===== config.mk =====
export PLATFORM = sky130hd
export DESIGN_NAME = axi_addr_remap_top
export DESIGN_NICKNAME = d
export VERILOG_FILES = /design/src/design/axi_remap_pkg.sv /design/src/design/axi_addr_remap_top.sv /design/src/design/axi_modify_address.sv /design/src/design/axi_addr_map_lookup.sv /design/src/design/axi_map_rule_table.sv
export SDC_FILE = /design/constraint.sdc
export NUM_CORES = 1
export LEC_CHECK = 0
export BUFFER_PORTS_ARGS = -buffer_cell sky130_fd_sc_hd__buf_2
export CORE_AREA = 2 2 272 274
export CTS_CLUSTER_DIAMETER = 30
export CTS_CLUSTER_SIZE = 12
export DETAILED_ROUTE_END_ITERATION = 8
export DIE_AREA = 0 0 274 276
export GPL_TIMING_DRIVEN = 0
export SYNTH_ARGS = -nofsm -noshare
export SYNTH_HDL_FRONTEND = slang
export SYNTH_SLANG_ARGS = --single-unit

===== constraint.sdc =====
create_clock -name clk_i -period 25.3 [get_ports clk_i]
set_clock_uncertainty 0.15 [all_clocks]
set_input_delay 3.795 -clock clk_i [delete_from_list [all_inputs] [get_ports clk_i]]
set_output_delay 3.795 -clock clk_i [all_outputs]
set_load 0.1 [all_outputs]

===== src/design/axi_remap_pkg.sv =====
// AXI address remap types
package axi_remap_pkg;

  // Port widths, shared by the subordinate and the manager side
  parameter int unsigned AddrWidth = 32;
  parameter int unsigned DataWidth = 64;
  parameter int unsigned IdWidth   = 4;
  parameter int unsigned UserWidth = 1;
  parameter int unsigned StrbWidth = DataWidth / 8;

  // Rule count when the top level does not override it
  parameter int unsigned NumRulesDefault = 4;

  // Field vectors
  typedef logic [AddrWidth-1:0] addr_t;
  typedef logic [DataWidth-1:0] data_t;
  typedef logic [StrbWidth-1:0] strb_t;
  typedef logic [IdWidth-1:0]   id_t;
  typedef logic [UserWidth-1:0] user_t;

  // AXI4 control field encodings
  typedef logic [7:0] len_t;
  typedef logic [2:0] size_t;
  typedef logic [1:0] burst_t;
  typedef logic [3:0] cache_t;
  typedef logic [2:0] prot_t;
  typedef logic [3:0] qos_t;
  typedef logic [3:0] region_t;
  typedef logic [5:0] atop_t;
  typedef logic [1:0] resp_t;

  // Write address channel, atop carries atomic operations
  typedef struct packed {
    id_t     id;
    addr_t   addr;
    len_t    len;
    size_t   size;
    burst_t  burst;
    logic    lock;
    cache_t  cache;
    prot_t   prot;
    qos_t    qos;
    region_t region;
    atop_t   atop;
    user_t   user;
  } aw_chan_t;

  // Write data channel
  typedef struct packed {
    data_t data;
    strb_t strb;
    logic  last;
    user_t user;
  } w_chan_t;

  // Write response channel
  typedef struct packed {
    id_t   id;
    resp_t resp;
    user_t user;
  } b_chan_t;

  // Read address channel, same as AW without atop
  typedef struct packed {
    id_t     id;
    addr_t   addr;
    len_t    len;
    size_t   size;
    burst_t  burst;
    logic    lock;
    cache_t  cache;
    prot_t   prot;
    qos_t    qos;
    region_t region;
    user_t   user;
  } ar_chan_t;

  // Read data channel
  typedef struct packed {
    id_t   id;
    data_t data;
    resp_t resp;
    logic  last;
    user_t user;
  } r_chan_t;

  // Manager to subordinate bundle
  typedef struct packed {
    aw_chan_t aw;
    logic     aw_valid;
    w_chan_t  w;
    logic     w_valid;
    logic     b_ready;
    ar_chan_t ar;
    logic     ar_valid;
    logic     r_ready;
  } axi_req_t;

  // Subordinate to manager bundle
  typedef struct packed {
    logic    aw_ready;
    logic    ar_ready;
    logic    w_ready;
    logic    b_valid;
    b_chan_t b;
    logic    r_valid;
    r_chan_t r;
  } axi_rsp_t;

  // One remap rule, match when (addr & mask) == base
  typedef struct packed {
    logic  valid;
    addr_t base;
    addr_t mask;
    addr_t target;
  } map_rule_t;

endpackage

===== src/design/axi_addr_remap_top.sv =====
// AXI address remap stage
module axi_addr_remap_top #(
  parameter int unsigned NumRules = axi_remap_pkg::NumRulesDefault
) (
  input  logic                          clk_i,
  input  logic                          rst_n_i,
  // Subordinate port
  input  axi_remap_pkg::axi_req_t       sbr_req_i,
  output axi_remap_pkg::axi_rsp_t       sbr_rsp_o,
  // Manager port
  output axi_remap_pkg::axi_req_t       mgr_req_o,
  input  axi_remap_pkg::axi_rsp_t       mgr_rsp_i,
  // Rule config strobe
  input  logic                          cfg_we_i,
  input  logic [$clog2(NumRules)-1:0]   cfg_idx_i,
  input  axi_remap_pkg::map_rule_t      cfg_rule_i,
  // Per-channel miss levels
  output logic                          aw_miss_o,
  output logic                          ar_miss_o
);

  import axi_remap_pkg::*;

  // Rule set shared by both lookups
  map_rule_t [NumRules-1:0] rules;
  // Translated addresses
  addr_t aw_addr;
  addr_t ar_addr;

  // Programmable rules
  axi_map_rule_table #(
    .NumRules   (NumRules)
  ) axi_map_rule_table_inst (
    .clk_i      (clk_i),
    .rst_n_i    (rst_n_i),
    .cfg_we_i   (cfg_we_i),
    .cfg_idx_i  (cfg_idx_i),
    .cfg_rule_i (cfg_rule_i),
    .rules_o    (rules)
  );

  // Write address lookup
  axi_addr_map_lookup #(
    .NumRules (NumRules)
  ) aw_lookup_inst (
    .addr_i   (sbr_req_i.aw.addr),
    .rules_i  (rules),
    .addr_o   (aw_addr),
    .miss_o   (aw_miss_o)
  );

  // Read address lookup, runs alongside AW
  axi_addr_map_lookup #(
    .NumRules (NumRules)
  ) ar_lookup_inst (
    .addr_i   (sbr_req_i.ar.addr),
    .rules_i  (rules),
    .addr_o   (ar_addr),
    .miss_o   (ar_miss_o)
  );

  // Same request type on both ports here
  axi_modify_address #(
    .sbr_port_axi_req_t (axi_req_t),
    .mgr_addr_t         (addr_t),
    .mgr_port_axi_req_t (axi_req_t),
    .axi_rsp_t          (axi_rsp_t)
  ) axi_modify_address_inst (
    .sbr_port_req_i     (sbr_req_i),
    .sbr_port_rsp_o     (sbr_rsp_o),
    .mgr_aw_addr_i      (aw_addr),
    .mgr_ar_addr_i      (ar_addr),
    .mgr_port_req_o     (mgr_req_o),
    .mgr_port_rsp_i     (mgr_rsp_i)
  );

endmodule


===== src/design/axi_modify_address.sv =====
// AXI4 address substitution
module axi_modify_address #(
  // Subordinate port request type
  parameter type sbr_port_axi_req_t = logic,
  // Manager port address type
  parameter type mgr_addr_t = logic,
  // Manager port request type
  parameter type mgr_port_axi_req_t = logic,
  // Response type, same on both ports
  parameter type axi_rsp_t = logic
) (
  input  sbr_port_axi_req_t sbr_port_req_i,
  output axi_rsp_t          sbr_port_rsp_o,
  // AW address for the manager side, held stable during a pending AW
  input  mgr_addr_t         mgr_aw_addr_i,
  // AR address for the manager side, held stable during a pending AR
  input  mgr_addr_t         mgr_ar_addr_i,
  output mgr_port_axi_req_t mgr_port_req_o,
  input  axi_rsp_t          mgr_port_rsp_i
);

  // Request path, field by field so the two request types may differ
  always_comb begin
    mgr_port_req_o = '0;

    // Write address, only addr is replaced
    mgr_port_req_o.aw.id     = sbr_port_req_i.aw.id;
    mgr_port_req_o.aw.addr   = mgr_aw_addr_i;
    mgr_port_req_o.aw.len    = sbr_port_req_i.aw.len;
    mgr_port_req_o.aw.size   = sbr_port_req_i.aw.size;
    mgr_port_req_o.aw.burst  = sbr_port_req_i.aw.burst;
    mgr_port_req_o.aw.lock   = sbr_port_req_i.aw.lock;
    mgr_port_req_o.aw.cache  = sbr_port_req_i.aw.cache;
    mgr_port_req_o.aw.prot   = sbr_port_req_i.aw.prot;
    mgr_port_req_o.aw.qos    = sbr_port_req_i.aw.qos;
    mgr_port_req_o.aw.region = sbr_port_req_i.aw.region;
    mgr_port_req_o.aw.atop   = sbr_port_req_i.aw.atop;
    mgr_port_req_o.aw.user   = sbr_port_req_i.aw.user;
    mgr_port_req_o.aw_valid  = sbr_port_req_i.aw_valid;

    // Write data untouched
    mgr_port_req_o.w       = sbr_port_req_i.w;
    mgr_port_req_o.w_valid = sbr_port_req_i.w_valid;
    mgr_port_req_o.b_ready = sbr_port_req_i.b_ready;

    // Read address, only addr is replaced
    mgr_port_req_o.ar.id     = sbr_port_req_i.ar.id;
    mgr_port_req_o.ar.addr   = mgr_ar_addr_i;
    mgr_port_req_o.ar.len    = sbr_port_req_i.ar.len;
    mgr_port_req_o.ar.size   = sbr_port_req_i.ar.size;
    mgr_port_req_o.ar.burst  = sbr_port_req_i.ar.burst;
    mgr_port_req_o.ar.lock   = sbr_port_req_i.ar.lock;
    mgr_port_req_o.ar.cache  = sbr_port_req_i.ar.cache;
    mgr_port_req_o.ar.prot   = sbr_port_req_i.ar.prot;
    mgr_port_req_o.ar.qos    = sbr_port_req_i.ar.qos;
    mgr_port_req_o.ar.region = sbr_port_req_i.ar.region;
    mgr_port_req_o.ar.user   = sbr_port_req_i.ar.user;
    mgr_port_req_o.ar_valid  = sbr_port_req_i.ar_valid;

    mgr_port_req_o.r_ready = sbr_port_req_i.r_ready;
  end

  // Readies, B and R return as they are
  assign sbr_port_rsp_o = mgr_port_rsp_i;

endmodule


===== src/design/axi_addr_map_lookup.sv =====
// Priority address remap lookup
module axi_addr_map_lookup #(
  parameter int unsigned NumRules = axi_remap_pkg::NumRulesDefault
) (
  // Address from the subordinate port
  input  axi_remap_pkg::addr_t                     addr_i,
  // Rule set from the table
  input  axi_remap_pkg::map_rule_t [NumRules-1:0]  rules_i,
  // Translated address, or addr_i on a miss
  output axi_remap_pkg::addr_t                     addr_o,
  // High while no valid rule matches
  output logic                                     miss_o
);

  import axi_remap_pkg::*;

  localparam int unsigned IdxWidth = (NumRules > 1) ? $clog2(NumRules) : 1;

  // One hit bit per rule
  logic [NumRules-1:0] match;
  // Lowest matching index
  logic [IdxWidth-1:0] sel_idx;
  logic                hit;
  map_rule_t           sel_rule;
  addr_t               keep_bits;
  addr_t               new_bits;

  // Per-rule compare under the mask
  for (genvar i = 0; i < NumRules; i++) begin : gen_match
    assign match[i] = rules_i[i].valid &&
                      ((addr_i & rules_i[i].mask) == (rules_i[i].base & rules_i[i].mask));
  end

  assign hit = |match;

  // Scan from the top down so the lowest index is the last one written
  always_comb begin
    sel_idx = '0;
    for (int i = NumRules - 1; i >= 0; i--) begin
      if (match[i]) begin
        sel_idx = IdxWidth'(i);
      end
    end
  end

  assign sel_rule = rules_i[sel_idx];

  // Bits outside the mask stay from the request
  assign keep_bits = addr_i & ~sel_rule.mask;
  // Bits under the mask come from the target
  assign new_bits  = sel_rule.target & sel_rule.mask;

  // Miss leaves the address untouched
  assign addr_o = hit ? (keep_bits | new_bits) : addr_i;
  assign miss_o = ~hit;

endmodule


===== src/design/axi_map_rule_table.sv =====
// Remap rule register table
module axi_map_rule_table #(
  parameter int unsigned NumRules = axi_remap_pkg::NumRulesDefault
) (
  input  logic                                     clk_i,
  input  logic                                     rst_n_i,
  // Config write port
  input  logic                                     cfg_we_i,
  input  logic [$clog2(NumRules)-1:0]              cfg_idx_i,
  input  axi_remap_pkg::map_rule_t                 cfg_rule_i,
  // Current rule set for the lookups
  output axi_remap_pkg::map_rule_t [NumRules-1:0]  rules_o
);

  import axi_remap_pkg::*;

  // Rule storage
  map_rule_t [NumRules-1:0] rules_q;

  // Reset invalidates every rule
  always_ff @(posedge clk_i) begin
    if (!rst_n_i) begin
      for (int i = 0; i < NumRules; i++) begin
        rules_q[i].valid <= 1'b0;
      end
    end else if (cfg_we_i) begin
      // Whole entry replaced in one strobe
      rules_q[cfg_idx_i] <= cfg_rule_i;
    end
  end

  // New rule visible to the lookups the cycle after the write edge
  assign rules_o = rules_q;

  // Config index must address a real entry
  // Only reachable when NumRules is not a power of two
  property p_cfg_idx_in_range;
    @(posedge clk_i) disable iff (!rst_n_i)
      cfg_we_i |-> (int'(cfg_idx_i) < int'(NumRules));
  endproperty

  a_cfg_idx_in_range: assert property (p_cfg_idx_in_range)
    else $error("rule table write to index %0d beyond %0d rules", cfg_idx_i, NumRules);

  // A valid rule must keep base and target inside its mask
  // Lookups compare and merge only under the mask, so stray bits would
  // silently disagree with what software programmed
  property p_rule_bits_in_mask;
    @(posedge clk_i) disable iff (!rst_n_i)
      (cfg_we_i && cfg_rule_i.valid) |->
        (((cfg_rule_i.base & ~cfg_rule_i.mask) == '0) &&
         ((cfg_rule_i.target & ~cfg_rule_i.mask) == '0));
  endproperty

  a_rule_bits_in_mask: assert property (p_rule_bits_in_mask)
    else $error("rule %0d has base or target bits outside its mask", cfg_idx_i);

endmodule


==> impl_metrics.tcl <==
set metrics [dict create \
    synth-compound-area-share 0.1475 \
    drt_wl_total_mm 195.2 \
    cts_max_level 3 \
    clock_latency_ps 630 \
    rows 99 \
    antenna_left 0 \
    hpwl_mm 159.6 \
    crit_fanout 10 \
    synth_edf_count 384 \
    synth_seq_cells 388 \
    wire_per_inst_um 49.76 \
    synth_top_family_by_area "simple AND/OR/NAND/NOR gates" \
    largest_register_ff_count 388 \
    r2r_cells 2 \
    fin_nets 3268 \
    synthAdderAreaFrac 0 \
    min_to "axi_map_rule_table_inst.rules_o[96]$_SDFFE_PN0P_" \
    relSlewSlack -0.1162 \
    grt_max_degree 53 \
    top_layer "met5" \
    critPathLaunchType "primary input" \
    synthMuxAreaShare 0.003005 \
    clockBufferDepth 3 \
    synth_top_cell_area_share 0.4775 \
    peakVddDrop_mv 0.06931 \
    cts_tree "yes" \
    critPathKind "in2out" \
    post-route-period-util 0.5780 \
    p_leak_nw 12.01 \
    die_x_um 274 \
    routabilityCongestion 1.100 \
    syn_inst 2323 \
    syn-cell-area_sq_mm 0.02415 \
    grt_pass1_vias 23940 \
    synth_xor_xnor_area_share 0.04824 \
    r2r_start "axi_map_rule_table_inst.rules_o[193]$_SDFFE_PN0P_" \
    clkTransAtPathRegs_ps 40 \
    ctsRootBufferMaster "clkbuf_16" \
    layout_commonest_cell "buf_2" \
    min_path_type "reg2reg" \
    ios 706 \
    violations "DRC, capacitance limit, slew limit" \
    area_growth_pct 28.32 \
    met2WireLength_mm 79.77 \
    start_util 0.3327 \
    vias_per_cell 6.707 \
    worstMarginPinSlew_ps 1674 \
    vias 26310 \
    cts_buffers 85 \
    final.min_clock_period_ps 14620 \
    cap_violations 8 \
    ctsResizeCount 0 \
    r2r_end "axi_map_rule_table_inst.rules_o[193]$_SDFFE_PN0P_" \
    drtIter0Drc 5032 \
    status "finished with violations" \
    cts_setup_buffers 0 \
    dr_wl_met3_mm 28.51 \
    cp-end-kind "output pin" \
    hold_depth 2 \
    dieArea_sq_mm 0.07562 \
    yosys-top-cells-area "edfxtp_1, buf_4, nand3b_1, xor2_1, nand2_1" \
    antenna_found_initial 34 \
    r2r_slack_ps 24120 \
    setup_viol 0 \
    synth.distinct_cells 79 \
    layout-drive-gt1-share 0.3174 \
    grt_pass1_wl_mm 244.7 \
    finalHoldViolCount 0 \
    synth-simple-area-share 0.2141 \
    grt_usage 0.4988 \
    final_max_slew_viol_count 88 \
    cp.arrival_ps 10680 \
    max_freq_ghz 0.06838 \
    yosysTopAreaCell "edfxtp_1" \
    clkSinkCount 388 \
    finalWorstSetupSlack_ps 10680 \
    setup_tns_ps 0 \
    avgSynthCellArea_sq_um 10.40 \
    overflow 0 \
    core-area_sq_mm 0.07259 \
    ys.flop_type "edfxtp_1" \
    min-delay-start "axi_map_rule_table_inst.rules_o[96]$_SDFFE_PN0P_" \
    synth.yosys.warnings 0 \
    required_ps 21350 \
    drcViolationCount 3 \
    met1Wirelength_mm 71.95 \
    syn_nets 2726 \
    grt_setup_unrepaired "no" \
    port_buffers 417 \
    layout_common_cells "buf_2, edfxtp_1, buf_4" \
    first_pass_iters 9 \
    ys_seq_area_frac 0.4808 \
    post-place-ws_ps 11460 \
    synthArstFlopShare 0 \
    power_density_mw_per_mm2 76.72 \
    die_y_um 276 \
    cts.hold.buffers_added 0 \
]
## final cells by class
cell class | count | area, sq um
buffer | 383 | 2437
tap | 959 | 1200
antenna | 28 | 70.07
clock buffer | 96 | 2231
fill | 7231 | 41600
inverter | 37 | 138.9
sequential | 388 | 11610
multi-input combinational | 1515 | 9995
timing repair buffer | 455 | 2521
clock inverter | 62 | 783.3
## worst max-delay path by stage
stage	startpoint	slack [ps]	end	depth (start not counted)
2_1_floorplan	sbr_req_i[194]	13120	mgr_req_o[189]	10
3_3_place_gp	cfg_we_i	6440	axi_map_rule_table_inst.rules_o[155]$_DFFE_PP_	3
4_1_cts	sbr_req_i[33]	11440	mgr_req_o[62]	12
6_report	sbr_req_i[49]	10680	mgr_req_o[62]	13
3_5_place_dp	sbr_req_i[33]	11460	mgr_req_o[62]	12
5_1_grt	sbr_req_i[33]	11230	mgr_req_o[62]	12
## kinds of logic after synthesis
kind of cell	Yosys count
and+or+nand+nor	885
muxes	7
xor gates and xnor gates	133
buffers and inverters	420
AOI/OAI and AO/OA	490
DFF	388
## cell usage after synthesis (10+ instances only)
| cell | instances |
|---|---|
| nand3_1 | 94 |
| a21o_1 | 13 |
| nand4_1 | 100 |
| and4_1 | 15 |
| edfxtp_1 | 384 |
| a311oi_1 | 15 |
| o21ai_0 | 24 |
| a221o_1 | 16 |
| o21ai_1 | 10 |
| buf_4 | 242 |
| nor2_1 | 54 |
| and3_1 | 33 |
| nand2b_1 | 10 |
| nand2_1 | 208 |
| or3_1 | 28 |
| a22oi_1 | 46 |
| a31oi_1 | 46 |
| buf_2 | 31 |
| nand3b_1 | 190 |
| xor2_1 | 132 |
| o221ai_1 | 15 |
| inv_1 | 36 |
| nor3_1 | 32 |
| a21oi_1 | 96 |
| a31o_2 | 14 |
| a211oi_1 | 39 |
| clkbuf_1 | 100 |
| nor3b_1 | 36 |
| or4_1 | 12 |
| nor4_1 | 24 |
| o22ai_1 | 24 |
| a221oi_1 | 22 |
| a22o_1 | 13 |
## layer usage
metal,track usage,up-vias
li1,-,9874
met1,0.6190,13210
met2,0.6980,2597
met3,0.2203,597
met4,0.3209,34
met5,0.01027,-
## through the flow
| step | utilization | total power [mW] | cell area, sq um | hold WS [ps] | instances |
|---|---|---|---|---|---|
| 3_5_place_dp | 0.3843 | 1.196 | 27890 | 544.5 | 3737 |
| 5_1_grt | 0.4264 | 2.404 | 30950 | 590.9 | 3908 |
| 2_1_floorplan | - | 1.055 | 24150 | 361.9 | 2323 |
| 3_3_place_gp | 0.3780 | 1.200 | 27440 | 535.6 | 3699 |
| 4_1_cts | 0.4258 | 2.356 | 30910 | 552.0 | 3895 |
| 6_report | 0.4269 | 2.377 | 30990 | 560.9 | 3923 |
## critical path: stages
cell      delay [ps]
clkbuf_1         890
xor2_1           470
a22oi_1          270
nand4_1          140
a211oi_1         820
nand4_1          440
nand2_1          580
clkbuf_1         980
clkbuf_1        1230
a211oi_1          90
nand2_1          130
nand4_1          350
buf_2            440
## where the power goes
part | switching [mW] | total (mW) | leakage [nW] | internal, mW
sequential | 0.0315 | 0.763 | 3.52 | 0.731
combinational | 0.349 | 0.439 | 7.04 | 0.0893
clock | 0.403 | 1.18 | 1.46 | 0.773
total | 0.784 | 2.38 | 12.0 | 1.59
No activity file was read; power rests on OpenSTA's default activity.
